## src/hdl/rr_bridge_consts.svh

```systemverilog
`ifndef RR_BRIDGE_CONSTS_SVH
`define RR_BRIDGE_CONSTS_SVH

////////////////////////////////////////////////////////////
// Channel payload widths
////////////////////////////////////////////////////////////
// Channel 0 carries full words
`define RR_CH0_W 32
// Channel 1 carries half words
`define RR_CH1_W 16

////////////////////////////////////////////////////////////
// Trace format
////////////////////////////////////////////////////////////
// Trace payload is as wide as the widest channel
`define RR_TRACE_W 32
// Number of traced channels
`define RR_NUM_CH 2
// Width of the channel id carried with every entry
`define RR_ID_W 1

`endif

```

## src/hdl/rr_bridge_pkg.sv

```systemverilog
package rr_bridge_pkg;

  `include "rr_bridge_consts.svh"

  ////////////////////////////////////////////////////////////
  // Payload types of the two host/user channels
  ////////////////////////////////////////////////////////////
  // Channel 0 word
  typedef logic [`RR_CH0_W-1:0] ch0_data_t;
  // Channel 1 word
  typedef logic [`RR_CH1_W-1:0] ch1_data_t;

  ////////////////////////////////////////////////////////////
  // Trace entry fields
  ////////////////////////////////////////////////////////////
  // Payload of a trace entry, narrow channels zero-extended
  typedef logic [`RR_TRACE_W-1:0] trace_data_t;
  // Channel id of a trace entry
  // Channel 0 is id 0 and channel 1 is id 1
  typedef logic [`RR_ID_W-1:0] chan_id_t;

endpackage

```

## src/hdl/rr_trace_split.sv

```systemverilog
`include "rr_bridge_consts.svh"

module rr_trace_split import rr_bridge_pkg::*; (
  input  logic        clk,
  input  logic        i_arst_n,
  // Replay trace input
  input  logic        i_replay_valid,
  input  chan_id_t    i_replay_id,
  input  trace_data_t i_replay_data,
  output logic        o_replay_ready,
  // Replay stream toward channel 0
  output logic        o_rep0_valid,
  output ch0_data_t   o_rep0_data,
  input  logic        i_rep0_ready,
  // Replay stream toward channel 1
  output logic        o_rep1_valid,
  output ch1_data_t   o_rep1_data,
  input  logic        i_rep1_ready
);

  // Holding register for one replay entry
  logic                  r_valid;
  chan_id_t              r_id;
  trace_data_t           r_data;
  // One-hot channel select decoded from the held id
  logic [`RR_NUM_CH-1:0] sel_onehot;
  // Readies of all channel streams
  logic [`RR_NUM_CH-1:0] rdy_vec;
  // Held entry leaves this cycle
  logic                  drain;

  ////////////////////////////////////////////////////////////
  // Channel decode
  ////////////////////////////////////////////////////////////
  always_comb begin
    sel_onehot       = '0;
    sel_onehot[r_id] = 1'b1;
  end

  assign rdy_vec = {i_rep1_ready, i_rep0_ready};
  assign drain   = r_valid && |(sel_onehot & rdy_vec);

  // Take a new entry when empty or emptying
  assign o_replay_ready = !r_valid || drain;

  ////////////////////////////////////////////////////////////
  // Holding register
  ////////////////////////////////////////////////////////////
  // Control state only
  always_ff @(posedge clk or negedge i_arst_n) begin
    if (!i_arst_n) begin
      r_valid <= 1'b0;
    end else if (o_replay_ready) begin
      r_valid <= i_replay_valid;
    end
  end

  // Id and payload follow the accepted entry
  always_ff @(posedge clk) begin
    if (o_replay_ready && i_replay_valid) begin
      r_id   <= i_replay_id;
      r_data <= i_replay_data;
    end
  end

  // Only the addressed channel sees valid
  assign o_rep0_valid = r_valid && sel_onehot[0];
  assign o_rep1_valid = r_valid && sel_onehot[1];
  // Truncate to each channel width
  assign o_rep0_data  = ch0_data_t'(r_data);
  assign o_rep1_data  = ch1_data_t'(r_data);

endmodule

```

## src/hdl/rr_chan_recorder.sv

```systemverilog
module rr_chan_recorder import rr_bridge_pkg::*; #(
  // Payload of the channel served by this instance
  parameter type      payload_t = ch0_data_t,
  // Id written into every log entry of this channel
  parameter chan_id_t CHAN_ID   = '0
) (
  input  logic        clk,
  input  logic        i_arst_n,
  // Mode inputs, quasi-static
  input  logic        i_record_en,
  input  logic        i_replay_en,
  // Host side stream
  input  logic        i_host_valid,
  input  payload_t    i_host_data,
  output logic        o_host_ready,
  // Replay side stream
  input  logic        i_rep_valid,
  input  payload_t    i_rep_data,
  output logic        o_rep_ready,
  // User side stream
  output logic        o_user_valid,
  output payload_t    o_user_data,
  input  logic        i_user_ready,
  // Log entry toward the trace merger
  output logic        o_log_valid,
  output chan_id_t    o_log_id,
  output trace_data_t o_log_data,
  input  logic        i_log_ready
);

  // Selected source stream
  logic        src_valid;
  payload_t    src_data;
  logic        src_ready;
  // Space in the output registers
  logic        user_can;
  logic        log_can;
  // A word is taken from the source this cycle
  logic        accept;
  // User side register slice
  logic        u_valid;
  payload_t    u_data;
  // Log entry register
  logic        l_valid;
  trace_data_t l_data;

  ////////////////////////////////////////////////////////////
  // Source select
  ////////////////////////////////////////////////////////////
  // Replay mode drives the user side from the trace
  assign src_valid = i_replay_en ? i_rep_valid : i_host_valid;
  assign src_data  = i_replay_en ? i_rep_data : i_host_data;

  // Each register can take a word when empty or emptying
  assign user_can  = !u_valid || i_user_ready;
  assign log_can   = !l_valid || i_log_ready;
  // Log side back-pressure only counts while recording
  assign src_ready = user_can && (!i_record_en || log_can);
  assign accept    = src_valid && src_ready;

  // The unselected stream sees ready held low
  assign o_host_ready = src_ready && !i_replay_en;
  assign o_rep_ready  = src_ready && i_replay_en;

  ////////////////////////////////////////////////////////////
  // User register slice
  ////////////////////////////////////////////////////////////
  always_ff @(posedge clk or negedge i_arst_n) begin
    if (!i_arst_n) begin
      u_valid <= 1'b0;
    end else if (accept) begin
      u_valid <= 1'b1;
    end else if (i_user_ready) begin
      u_valid <= 1'b0;
    end
  end

  always_ff @(posedge clk) begin
    if (accept) begin
      u_data <= src_data;
    end
  end

  assign o_user_valid = u_valid;
  assign o_user_data  = u_data;

  ////////////////////////////////////////////////////////////
  // Log entry capture
  ////////////////////////////////////////////////////////////
  // Entry shows up together with the user word
  always_ff @(posedge clk or negedge i_arst_n) begin
    if (!i_arst_n) begin
      l_valid <= 1'b0;
    end else if (accept && i_record_en) begin
      l_valid <= 1'b1;
    end else if (i_log_ready) begin
      l_valid <= 1'b0;
    end
  end

  // Zero-extend narrow payloads to trace width
  always_ff @(posedge clk) begin
    if (accept && i_record_en) begin
      l_data <= trace_data_t'(src_data);
    end
  end

  assign o_log_valid = l_valid;
  assign o_log_id    = CHAN_ID;
  assign o_log_data  = l_data;

endmodule

```

## src/hdl/rr_trace_merge.sv

```systemverilog
module rr_trace_merge import rr_bridge_pkg::*; (
  input  logic        clk,
  input  logic        i_arst_n,
  // Log entries from channel 0
  input  logic        i_log0_valid,
  input  chan_id_t    i_log0_id,
  input  trace_data_t i_log0_data,
  output logic        o_log0_ready,
  // Log entries from channel 1
  input  logic        i_log1_valid,
  input  chan_id_t    i_log1_id,
  input  trace_data_t i_log1_data,
  output logic        o_log1_ready,
  // Merged trace output
  output logic        o_trace_valid,
  output chan_id_t    o_trace_id,
  output trace_data_t o_trace_data,
  input  logic        i_trace_ready
);

  // Output register
  logic        t_valid;
  chan_id_t    t_id;
  trace_data_t t_data;
  // Output register can take an entry
  logic        out_free;
  // Grants of this cycle
  logic        gnt0;
  logic        gnt1;
  // Set when channel 1 won the last grant
  logic        last_q;

  ////////////////////////////////////////////////////////////
  // Round-robin arbiter
  ////////////////////////////////////////////////////////////
  // A stalled trace output blocks any new grant
  assign out_free = !t_valid || i_trace_ready;

  // Alone wins, or the other side went last
  assign gnt0 = out_free && i_log0_valid && (!i_log1_valid || last_q);
  assign gnt1 = out_free && i_log1_valid && (!i_log0_valid || !last_q);

  assign o_log0_ready = gnt0;
  assign o_log1_ready = gnt1;

  always_ff @(posedge clk or negedge i_arst_n) begin
    if (!i_arst_n) begin
      last_q <= 1'b0;
    end else if (gnt0 || gnt1) begin
      last_q <= gnt1;
    end
  end

  ////////////////////////////////////////////////////////////
  // Trace output register
  ////////////////////////////////////////////////////////////
  always_ff @(posedge clk or negedge i_arst_n) begin
    if (!i_arst_n) begin
      t_valid <= 1'b0;
    end else if (gnt0 || gnt1) begin
      t_valid <= 1'b1;
    end else if (i_trace_ready) begin
      t_valid <= 1'b0;
    end
  end

  // Granted entry, one cycle after its handshake
  always_ff @(posedge clk) begin
    if (gnt1) begin
      t_id   <= i_log1_id;
      t_data <= i_log1_data;
    end else if (gnt0) begin
      t_id   <= i_log0_id;
      t_data <= i_log0_data;
    end
  end

  assign o_trace_valid = t_valid;
  assign o_trace_id    = t_id;
  assign o_trace_data  = t_data;

endmodule

```

## src/hdl/rr_bridge_top.sv

```systemverilog
module rr_bridge_top import rr_bridge_pkg::*; (
  input  logic        clk,
  input  logic        i_arst_n,
  // Mode, changed only while idle
  input  logic        i_record_en,
  input  logic        i_replay_en,
  // Host channel 0
  input  logic        i_host0_valid,
  input  ch0_data_t   i_host0_data,
  output logic        o_host0_ready,
  // Host channel 1
  input  logic        i_host1_valid,
  input  ch1_data_t   i_host1_data,
  output logic        o_host1_ready,
  // User channel 0
  output logic        o_user0_valid,
  output ch0_data_t   o_user0_data,
  input  logic        i_user0_ready,
  // User channel 1
  output logic        o_user1_valid,
  output ch1_data_t   o_user1_data,
  input  logic        i_user1_ready,
  // Recorded trace
  output logic        o_trace_valid,
  output chan_id_t    o_trace_id,
  output trace_data_t o_trace_data,
  input  logic        i_trace_ready,
  // Trace to replay
  input  logic        i_replay_valid,
  input  chan_id_t    i_replay_id,
  input  trace_data_t i_replay_data,
  output logic        o_replay_ready
);

  ////////////////////////////////////////////////////////////
  // Internal streams
  ////////////////////////////////////////////////////////////
  // Replay words already cut to channel width
  logic        rep0_valid;
  ch0_data_t   rep0_data;
  logic        rep0_ready;
  logic        rep1_valid;
  ch1_data_t   rep1_data;
  logic        rep1_ready;
  // Per-channel log entries
  logic        log0_valid;
  chan_id_t    log0_id;
  trace_data_t log0_data;
  logic        log0_ready;
  logic        log1_valid;
  chan_id_t    log1_id;
  trace_data_t log1_data;
  logic        log1_ready;

  // Input side splits replay entries by id
  rr_trace_split rr_trace_split_i (
    .clk            (clk),
    .i_arst_n       (i_arst_n),
    .i_replay_valid (i_replay_valid),
    .i_replay_id    (i_replay_id),
    .i_replay_data  (i_replay_data),
    .o_replay_ready (o_replay_ready),
    .o_rep0_valid   (rep0_valid),
    .o_rep0_data    (rep0_data),
    .i_rep0_ready   (rep0_ready),
    .o_rep1_valid   (rep1_valid),
    .o_rep1_data    (rep1_data),
    .i_rep1_ready   (rep1_ready)
  );

  ////////////////////////////////////////////////////////////
  // Channel recorders
  ////////////////////////////////////////////////////////////
  rr_chan_recorder #(
    .payload_t (ch0_data_t),
    .CHAN_ID   (1'b0)
  ) rr_chan_recorder0_i (
    .clk          (clk),
    .i_arst_n     (i_arst_n),
    .i_record_en  (i_record_en),
    .i_replay_en  (i_replay_en),
    .i_host_valid (i_host0_valid),
    .i_host_data  (i_host0_data),
    .o_host_ready (o_host0_ready),
    .i_rep_valid  (rep0_valid),
    .i_rep_data   (rep0_data),
    .o_rep_ready  (rep0_ready),
    .o_user_valid (o_user0_valid),
    .o_user_data  (o_user0_data),
    .i_user_ready (i_user0_ready),
    .o_log_valid  (log0_valid),
    .o_log_id     (log0_id),
    .o_log_data   (log0_data),
    .i_log_ready  (log0_ready)
  );

  rr_chan_recorder #(
    .payload_t (ch1_data_t),
    .CHAN_ID   (1'b1)
  ) rr_chan_recorder1_i (
    .clk          (clk),
    .i_arst_n     (i_arst_n),
    .i_record_en  (i_record_en),
    .i_replay_en  (i_replay_en),
    .i_host_valid (i_host1_valid),
    .i_host_data  (i_host1_data),
    .o_host_ready (o_host1_ready),
    .i_rep_valid  (rep1_valid),
    .i_rep_data   (rep1_data),
    .o_rep_ready  (rep1_ready),
    .o_user_valid (o_user1_valid),
    .o_user_data  (o_user1_data),
    .i_user_ready (i_user1_ready),
    .o_log_valid  (log1_valid),
    .o_log_id     (log1_id),
    .o_log_data   (log1_data),
    .i_log_ready  (log1_ready)
  );

  // Output side merges both logs onto the trace
  rr_trace_merge rr_trace_merge_i (
    .clk           (clk),
    .i_arst_n      (i_arst_n),
    .i_log0_valid  (log0_valid),
    .i_log0_id     (log0_id),
    .i_log0_data   (log0_data),
    .o_log0_ready  (log0_ready),
    .i_log1_valid  (log1_valid),
    .i_log1_id     (log1_id),
    .i_log1_data   (log1_data),
    .o_log1_ready  (log1_ready),
    .o_trace_valid (o_trace_valid),
    .o_trace_id    (o_trace_id),
    .o_trace_data  (o_trace_data),
    .i_trace_ready (i_trace_ready)
  );

endmodule

```

## config.mk

```make
export PLATFORM = sky130hd
export DESIGN_NAME = rr_bridge_top
export DESIGN_NICKNAME = d
export VERILOG_FILES = /design/src/hdl/rr_bridge_pkg.sv /design/src/hdl/rr_trace_split.sv /design/src/hdl/rr_chan_recorder.sv /design/src/hdl/rr_trace_merge.sv /design/src/hdl/rr_bridge_top.sv
export VERILOG_INCLUDE_DIRS = /design/src /design/src/hdl
export SDC_FILE = /design/constraint.sdc
export NUM_CORES = 1
export LEC_CHECK = 0
export BUFFER_PORTS_ARGS = -buffer_cell sky130_fd_sc_hd__buf_2
export CAP_MARGIN = 20
export CORE_ASPECT_RATIO = 1.1
export CORE_MARGIN = 2
export CORE_UTILIZATION = 38
export DETAILED_ROUTE_END_ITERATION = 8
export PLACE_DENSITY = 0.67
export REMOVE_ABC_BUFFERS = 1
export SLEW_MARGIN = 20
export SYNTH_ARGS = -nofsm -noshare
export SYNTH_HDL_FRONTEND = slang
export SYNTH_SLANG_ARGS = --single-unit
```

## constraint.sdc

```tcl
create_clock -name clk -period 11.6 [get_ports clk]
set_input_delay 0.58 -clock clk [delete_from_list [all_inputs] [get_ports clk]]
set_output_delay 0.58 -clock clk [all_outputs]
set_load 0.02 [all_outputs]
```

==> results of run 1 <==
## registers in the layout, summed over array words and instances, names as in the netlist, 16 cells and up
name,flops
rr_chan_recorder0_i.o_log_data,32
rr_chan_recorder0_i.o_user_data,32
rr_chan_recorder1_i.o_log_data,16
rr_chan_recorder1_i.o_user_data,16
rr_trace_merge_i.o_trace_data,32
rr_trace_split_i.o_rep0_data,32
## power by group
group | internal, uW | switching (uW)
Sequential | 753 | 21.0
Combinational | 68.9 | 141
Clock | 292 | 222
## placed cells by master (no fill, tap or decap), drive strengths merged, types with 2 or more instances in the layout
| master | netlist | layout |
|---|---|---|
| clkinv | 0 | 7 |
| nor2 | 2 | 2 |
| a21oi | 3 | 3 |
| nor2b | 4 | 4 |
| inv | 33 | 33 |
| dfrtp | 7 | 7 |
| o21ai | 34 | 34 |
| nor3 | 4 | 4 |
| nand2 | 26 | 26 |
| mux2 | 32 | 32 |
| buf | 3 | 181 |
| and2 | 18 | 18 |
| nand2b | 2 | 2 |
| edfxtp | 161 | 161 |
| clkinvlp | 0 | 5 |
| clkbuf | 7 | 19 |
## cells in the mapped netlist
cell       number
a21bo_2         1
nand2_1        26
o211a_1         1
nor2b_1         4
mux2_2         32
a31oi_1         1
o31a_1          1
dfrtp_1         7
and2_1         18
a21boi_1        1
a2bb2oi_1       1
a21oi_1         3
nand2b_1        2
clkbuf_1        7
and3_1          1
buf_2           3
or4_4           1
inv_1          33
nor2_1          2
dfxtp_1         1
edfxtp_1      161
o21ai_0        34
nand3_1         1
or2_2           1
a22o_1          1
a21o_1          1
nor3_1          4
## stage by stage
stage / area [um^2] / power, uW
CTS: 7820 / 1520
global placement: 7270 / 993
global route: 7820 / 1560
floorplan: 6070 / 906
finish: 7820 / 1500
detailed placement: 7270 / 1000
## worst max-delay path by stage
stage / startpoint / to / slack (ps)
6_report: i_replay_en / rr_chan_recorder0_i.o_log_data[5] / 8730
5_1_grt: i_replay_en / rr_chan_recorder0_i.o_log_data[24] / 8490
4_1_cts: i_replay_en / rr_chan_recorder0_i.o_log_data[24] / 8650
3_5_place_dp: i_replay_en / rr_chan_recorder0_i.o_log_data[17] / 8200
3_3_place_gp: i_replay_en / rr_chan_recorder0_i.o_log_data[17] / 8360
2_1_floorplan: i_trace_ready / rr_chan_recorder0_i.o_log_data[0] / 6950
## logic make-up after synthesis
logic type / synth area share, %
multiplexers: 5.90
AND/OR/NAND/NOR: 4.97
AO/OA/AOI/OAI: 4.14
buffers and inverters: 2.70
flip-flops: 82.3
## area by class of cell
cell class	count	area, um^2
Clock buffer	19	433
Clock inverter	13	106
Multi-Input combinational cell	137	952
Tap cell	200	250
Timing Repair Buffer	182	926
Sequential cell	169	5030
Fill cell	1373	7910
Inverter	33	124
## critical path: stages
cell and delay, ps:
buf_2 70, buf_4 530, nand2_1 120, a2bb2oi_1 190, nor3_2 120, buf_4 440
and2_2 800
## metal layers
layer	wire, um	part of all wire, %	global-route usage, %	vias up
met5	10	0.079	0	-
met4	161	1.3	5.93	2
met3	756	6.0	4.81	16
met2	6490	51	25.9	141
met1	5280	42	18.4	1661
li1	-	-	-	1661
## timing repair
action	in CTS	in global routing
endpoints found under the hold margin	7	0
setup endpoints to repair	0	0
hold buffers	1	0
==> impl_metrics.tcl, run 1 <==
set metrics [dict create \
    status "finished, final reports clean" \
    drive_gt1_share_pct 45.0 \
    syn_to_final_growth_pct 28.0 \
    crit_required_ps 11640 \
    slew_headroom_pct 31.4 \
    coreArea_um2 15700 \
    routabilityCongestion 0.759 \
    synth_largest_area_cell "edfxtp_1" \
    final.setup.tns_ps 0 \
    dieArea_um2 17100 \
    slew_violations 0 \
    maxCapViolCount 0 \
    peakVddDrop_mv 0.0875 \
    ant_nets 0 \
    seq_area_frac_synth_pct 82.3 \
    r2r_cells 5 \
    criticalPathCategory "primary input to register" \
    layout.cells.non_filler 753 \
    hp-class "primary input to register" \
    drtIter0Drc 285 \
    reg2reg_slack_ps 8900 \
    synth_seq_cells 169 \
    cp.arrival_ps 2910 \
    cts_root_buffer "clkbuf_16" \
    fmax_ghz 0.348 \
    fp.dieH_um 137 \
    port_buffers 177 \
    hold_ws_ps 331 \
    grt_use_total_pct 15.3 \
    start_kind "primary input" \
    clk_path_buf_depth 2 \
    antenna_found_initial 1 \
    cp-end-kind "register" \
    drt-total-wl_um 12700 \
    post-cts-setup-buffers 0 \
    worst_hold_startpoint "i_replay_data[12]" \
    post_synth_num_cell_types 27 \
    clock_skew_ps 8.74 \
    diodes 0 \
    min_path_cells 1 \
    fin_crit_sh_pct 24.7 \
    layout_setup_ws_ps 8730 \
    clk_latency_ps 420 \
    via_per_inst 4.62 \
    rows 48 \
    place_inst 720 \
    powerDensity_nw_per_um2 192 \
    crit_fanout 70 \
    finalHoldViolCount 0 \
    initial_core_util_pct 38.8 \
    detail_route.wl_per_cell_um 16.9 \
    r2r-end "rr_chan_recorder0_i.o_log_data[5]" \
    dp_hpwl_um 8350 \
    final_core_util_pct 49.7 \
    cts_max_level 4 \
    synth_top_area_share_pct 79.1 \
    dr.pass1.iters 4 \
    finalSetupViolations 0 \
    rsz0062_at_grt "no" \
    ys_top_cells_by_area "edfxtp_1 (79%), mux2_2 (5.9%), dfrtp_1 (2.9%)" \
    syn_area_per_cell_um2 17.5 \
    tightest_slew_ps 1030 \
    regToRegStartpoint "rr_chan_recorder1_i.o_log_valid" \
    ios 178 \
    power.leakage_uw 0.00313 \
    cts_tree "built" \
    nNetsFinal 631 \
    grt_max_degree 71 \
    cts.reportedPaths.clkPinSlew_ps 60 \
    synthCells 349 \
    die_x_um 125 \
    min_delay_worst_endpoint "rr_trace_split_i.o_rep0_data[12]" \
    grt_pass1_vias 3649 \
    ys_warn_count 0 \
    grt_pass1_wl_um 19300 \
    cts_num_sinks 169 \
    period_needed_ps 2870 \
    netlist_area_um2 6110 \
    cts_buffers 17 \
    cts_resized 0 \
    drcViolationCount 0 \
    dr_total_vias 3481 \
    grt-ovfl-total 0 \
    post-place-ws_ps 8200 \
]
No activity file was read; power rests on OpenSTA's default activity.
==> run 2: changes to the inputs <==
ABC_AREA = 1   (was not set)
clock period = 2.65 ns   (was 11.6 ns; I/O delays follow)
==> run 2 against run 1 <==
- sequential power increased to 5.1 times the previous value
- combinational power grew to 9.4 times the previous value
- flip-flop and latch count is the same
- critical endpoint is now rr_chan_recorder0_i.o_log_data[19]
- critical path type is now register to register
==> impl_metrics.tcl, run 2 <==
set metrics [dict create \
    worst-path-stages 7 \
    drive_gt1_share_pct 31.9 \
    grt_max_degree 49 \
    ys_top_cells_by_count "nand2_1 (211), edfxtp_1 (161), inv_1 (29)" \
    routabilityCongestion 0.756 \
    async_reset_ff_share_pct 4.14 \
    start_kind "register" \
    via_per_inst 4.48 \
    r2r-end "rr_chan_recorder0_i.o_log_data[19]" \
    drt-total-wl_um 13200 \
    tightest_slew_ps 740 \
    rows 48 \
    post-cts-setup-buffers 0 \
    regToRegStartpoint "rr_chan_recorder1_i.o_log_valid" \
    cts_root_buffer "clkbuf_16" \
    yosys.area_share.simple_pct 14.6 \
    min_delay_worst_endpoint "rr_chan_recorder1_i.o_log_data[12]" \
    critPathSlowestCell "inv_2" \
    drtIter0Drc 260 \
    clk_latency_ps 420 \
    port_buffers 177 \
    layout_setup_ws_ps 589 \
    slowest_delay_ps 540 \
    finalHoldViolCount 0 \
    synth_seq_cells 169 \
    r2r_cells 7 \
    ys_top_cells_by_area "edfxtp_1 (79%), nand2_1 (13%), dfrtp_1 (2.9%)" \
    grt_use_total_pct 15.8 \
    powerDensity_nw_per_um2 1010 \
    detail_route.wl_per_cell_um 14.9 \
    dieArea_um2 17200 \
    maxCapViolCount 0 \
    timing.critical_path.buf_inv 1 \
    ant_nets 0 \
    antenna_found_initial 1 \
    power.leakage_uw 0.00370 \
    path_delay_family "simple AND/OR/NAND/NOR gates" \
    crit_fanout 32 \
    coreArea_um2 15700 \
    ios 178 \
    cp.arrival_ps 2110 \
    crit_required_ps 2700 \
    fp.dieH_um 137 \
    dr.pass1.iters 5 \
    post-place-ws_ps 590 \
    synthCells 442 \
    netlist_area_um2 6150 \
    fmax_ghz 0.485 \
    grt-ovfl-total 0 \
    met1Wirelength_um 5550 \
    finalSetupViolations 0 \
    drcViolationCount 0 \
    min_path_cells 3 \
    peakVddDrop_mv 0.417 \
    wl_met2_um 6520 \
    final_cell_mix "nand2_1 (210), buf_2 (177), edfxtp_1 (161), dlygate4sd3_1 (47), inv_1 (26)" \
    yosysMostFrequentCell "nand2_1" \
    synth_compound_area_share_pct 0.224 \
    hold_ws_ps 17.1 \
    place_inst 812 \
    cts_max_level 4 \
    worst_hold_startpoint "i_host1_data[12]" \
    synthMuxAreaShare_pct 0 \
    seq_area_frac_synth_pct 81.8 \
    hp-class "primary input to register" \
    syn_to_final_growth_pct 35.3 \
    layout.cells.non_filler 890 \
    clock_skew_ps 7.78 \
    dr_wl_met3_um 891 \
    post_synth_num_cell_types 17 \
    synthAdderAreaFrac_pct 0 \
    grt_pass1_vias 3956 \
    cts.reportedPaths.clkPinSlew_ps 60 \
    nNetsFinal 769 \
    fin_crit_sh_pct 77.8 \
    synth_largest_area_cell "edfxtp_1" \
    synth_xor_area_share_pct 0 \
    slew_violations 0 \
    final_core_util_pct 52.8 \
    cp-end-kind "register" \
    dr_total_vias 3989 \
    p_total_uw 8360 \
    synth_edf_count 161 \
    period_needed_ps 2060 \
    criticalPathCategory "register to register" \
    initial_core_util_pct 39.1 \
    cts_num_sinks 169 \
    final_common_cell "nand2_1" \
    worstPathCellList "nand2_1 -> nand3_2 -> nand3_2 -> nand2_2 -> a21oi_4 -> nand2_1 -> inv_2" \
    ys_warn_count 0 \
    slew_headroom_pct 50.6 \
    status "finished, final reports clean" \
    synth_top_family_by_area "simple AND/OR/NAND/NOR gates" \
    grt_pass1_wl_um 20100 \
    rsz0062_at_grt "no" \
    cts_buffers 17 \
    syn_area_per_cell_um2 13.9 \
    cts_tree "built" \
    dp_hpwl_um 8700 \
    synth_top_area_share_pct 78.7 \
    routed.top_layer "met4" \
    die_x_um 125 \
    reg2reg_slack_ps 590 \
    ys.flop_type "edfxtp_1" \
    clk_path_buf_depth 2 \
]
[run 2: cell types whose count changed after synthesis, moves of 4 or more]
cell | previous run | this run
and2_1 | 18 | 0
clkbuf_1 | 7 | 2
inv_1 | 33 | 29
mux2_2 | 32 | 0
nand2_1 | 26 | 211
nand3_1 | 1 | 5
nand3_2 | 0 | 4
nor2b_1 | 4 | 0
nor3_1 | 4 | 0
o21ai_0 | 34 | 0
[run 2: per-layer routing]
metal	GRT usage [%]	up-vias
li1	-	1957
met1	19.2	1838
met2	26.6	169
met3	4.70	25
met4	6.79	0
met5	0	-
[run 2: through the flow]
step	TNS, ps	cell area, um^2
5_1_grt	0	8310
2_1_floorplan	-18360	6050
3_5_place_dp	0	7250
6_report	0	8310
3_3_place_gp	0	7250
4_1_cts	0	8310
[run 2: worst reg2reg max path: cells and delay by family (launching register included)]
| kind | cells | cell delay [ps] |
|---|---|---|
| AND/OR/NAND/NOR | 5 | 580 |
| AO/OA/AOI/OAI | 1 | 140 |
| buffers and inverters | 1 | 550 |
| flip-flops | 1 | 420 |
[run 2: logic make-up (layout without fill, tap and decap cells)]
logic type             count (synthesis)  in the layout
other                                  0              1
AOI/OAI and AO/OA                      2              2
DFF                                  169            169
and+or+nand+nor                      228            228
buffers and inverters                 43            290
[run 2: cell type report]
class,instances,area (um^2)
fillers,1332,7420
flip-flops and latches,169,5030
repair buffers,231,1410
multi-input cells,230,923
clock buffers,21,440
well taps,200,250
clock inverters,9,150
inverters,29,109
diodes,1,2.50
[run 2: worst max-delay path by stage]
stage / startpoint / end / slack (ps)
2_1_floorplan: i_replay_en / rr_chan_recorder0_i.o_log_data[0] / -570
3_3_place_gp: rr_chan_recorder1_i.o_log_valid / rr_chan_recorder0_i.o_log_data[4] / 750
3_5_place_dp: rr_chan_recorder1_i.o_log_valid / rr_chan_recorder0_i.o_log_data[6] / 590
4_1_cts: rr_chan_recorder1_i.o_log_valid / rr_chan_recorder0_i.o_log_data[22] / 570
5_1_grt: rr_chan_recorder1_i.o_log_valid / rr_chan_recorder0_i.o_log_data[15] / 410
6_report: rr_chan_recorder1_i.o_log_valid / rr_chan_recorder0_i.o_log_data[19] / 590
[run 2: timing repair]
item | 4_1_cts | 5_1_grt
gates resized for setup | 0 | 0
hold endpoints to repair | 65 | 0
hold buffers | 47 | 0
[run 2: report_power, final]
| group | internal (uW) | total, uW | switching (uW) |
|---|---|---|---|
| clock | 1560 | 2480 | 920 |
| sequential | 3720 | 3910 | 189 |
| combinational | 554 | 1980 | 1420 |
| total | 5830 | 8360 | 2530 |
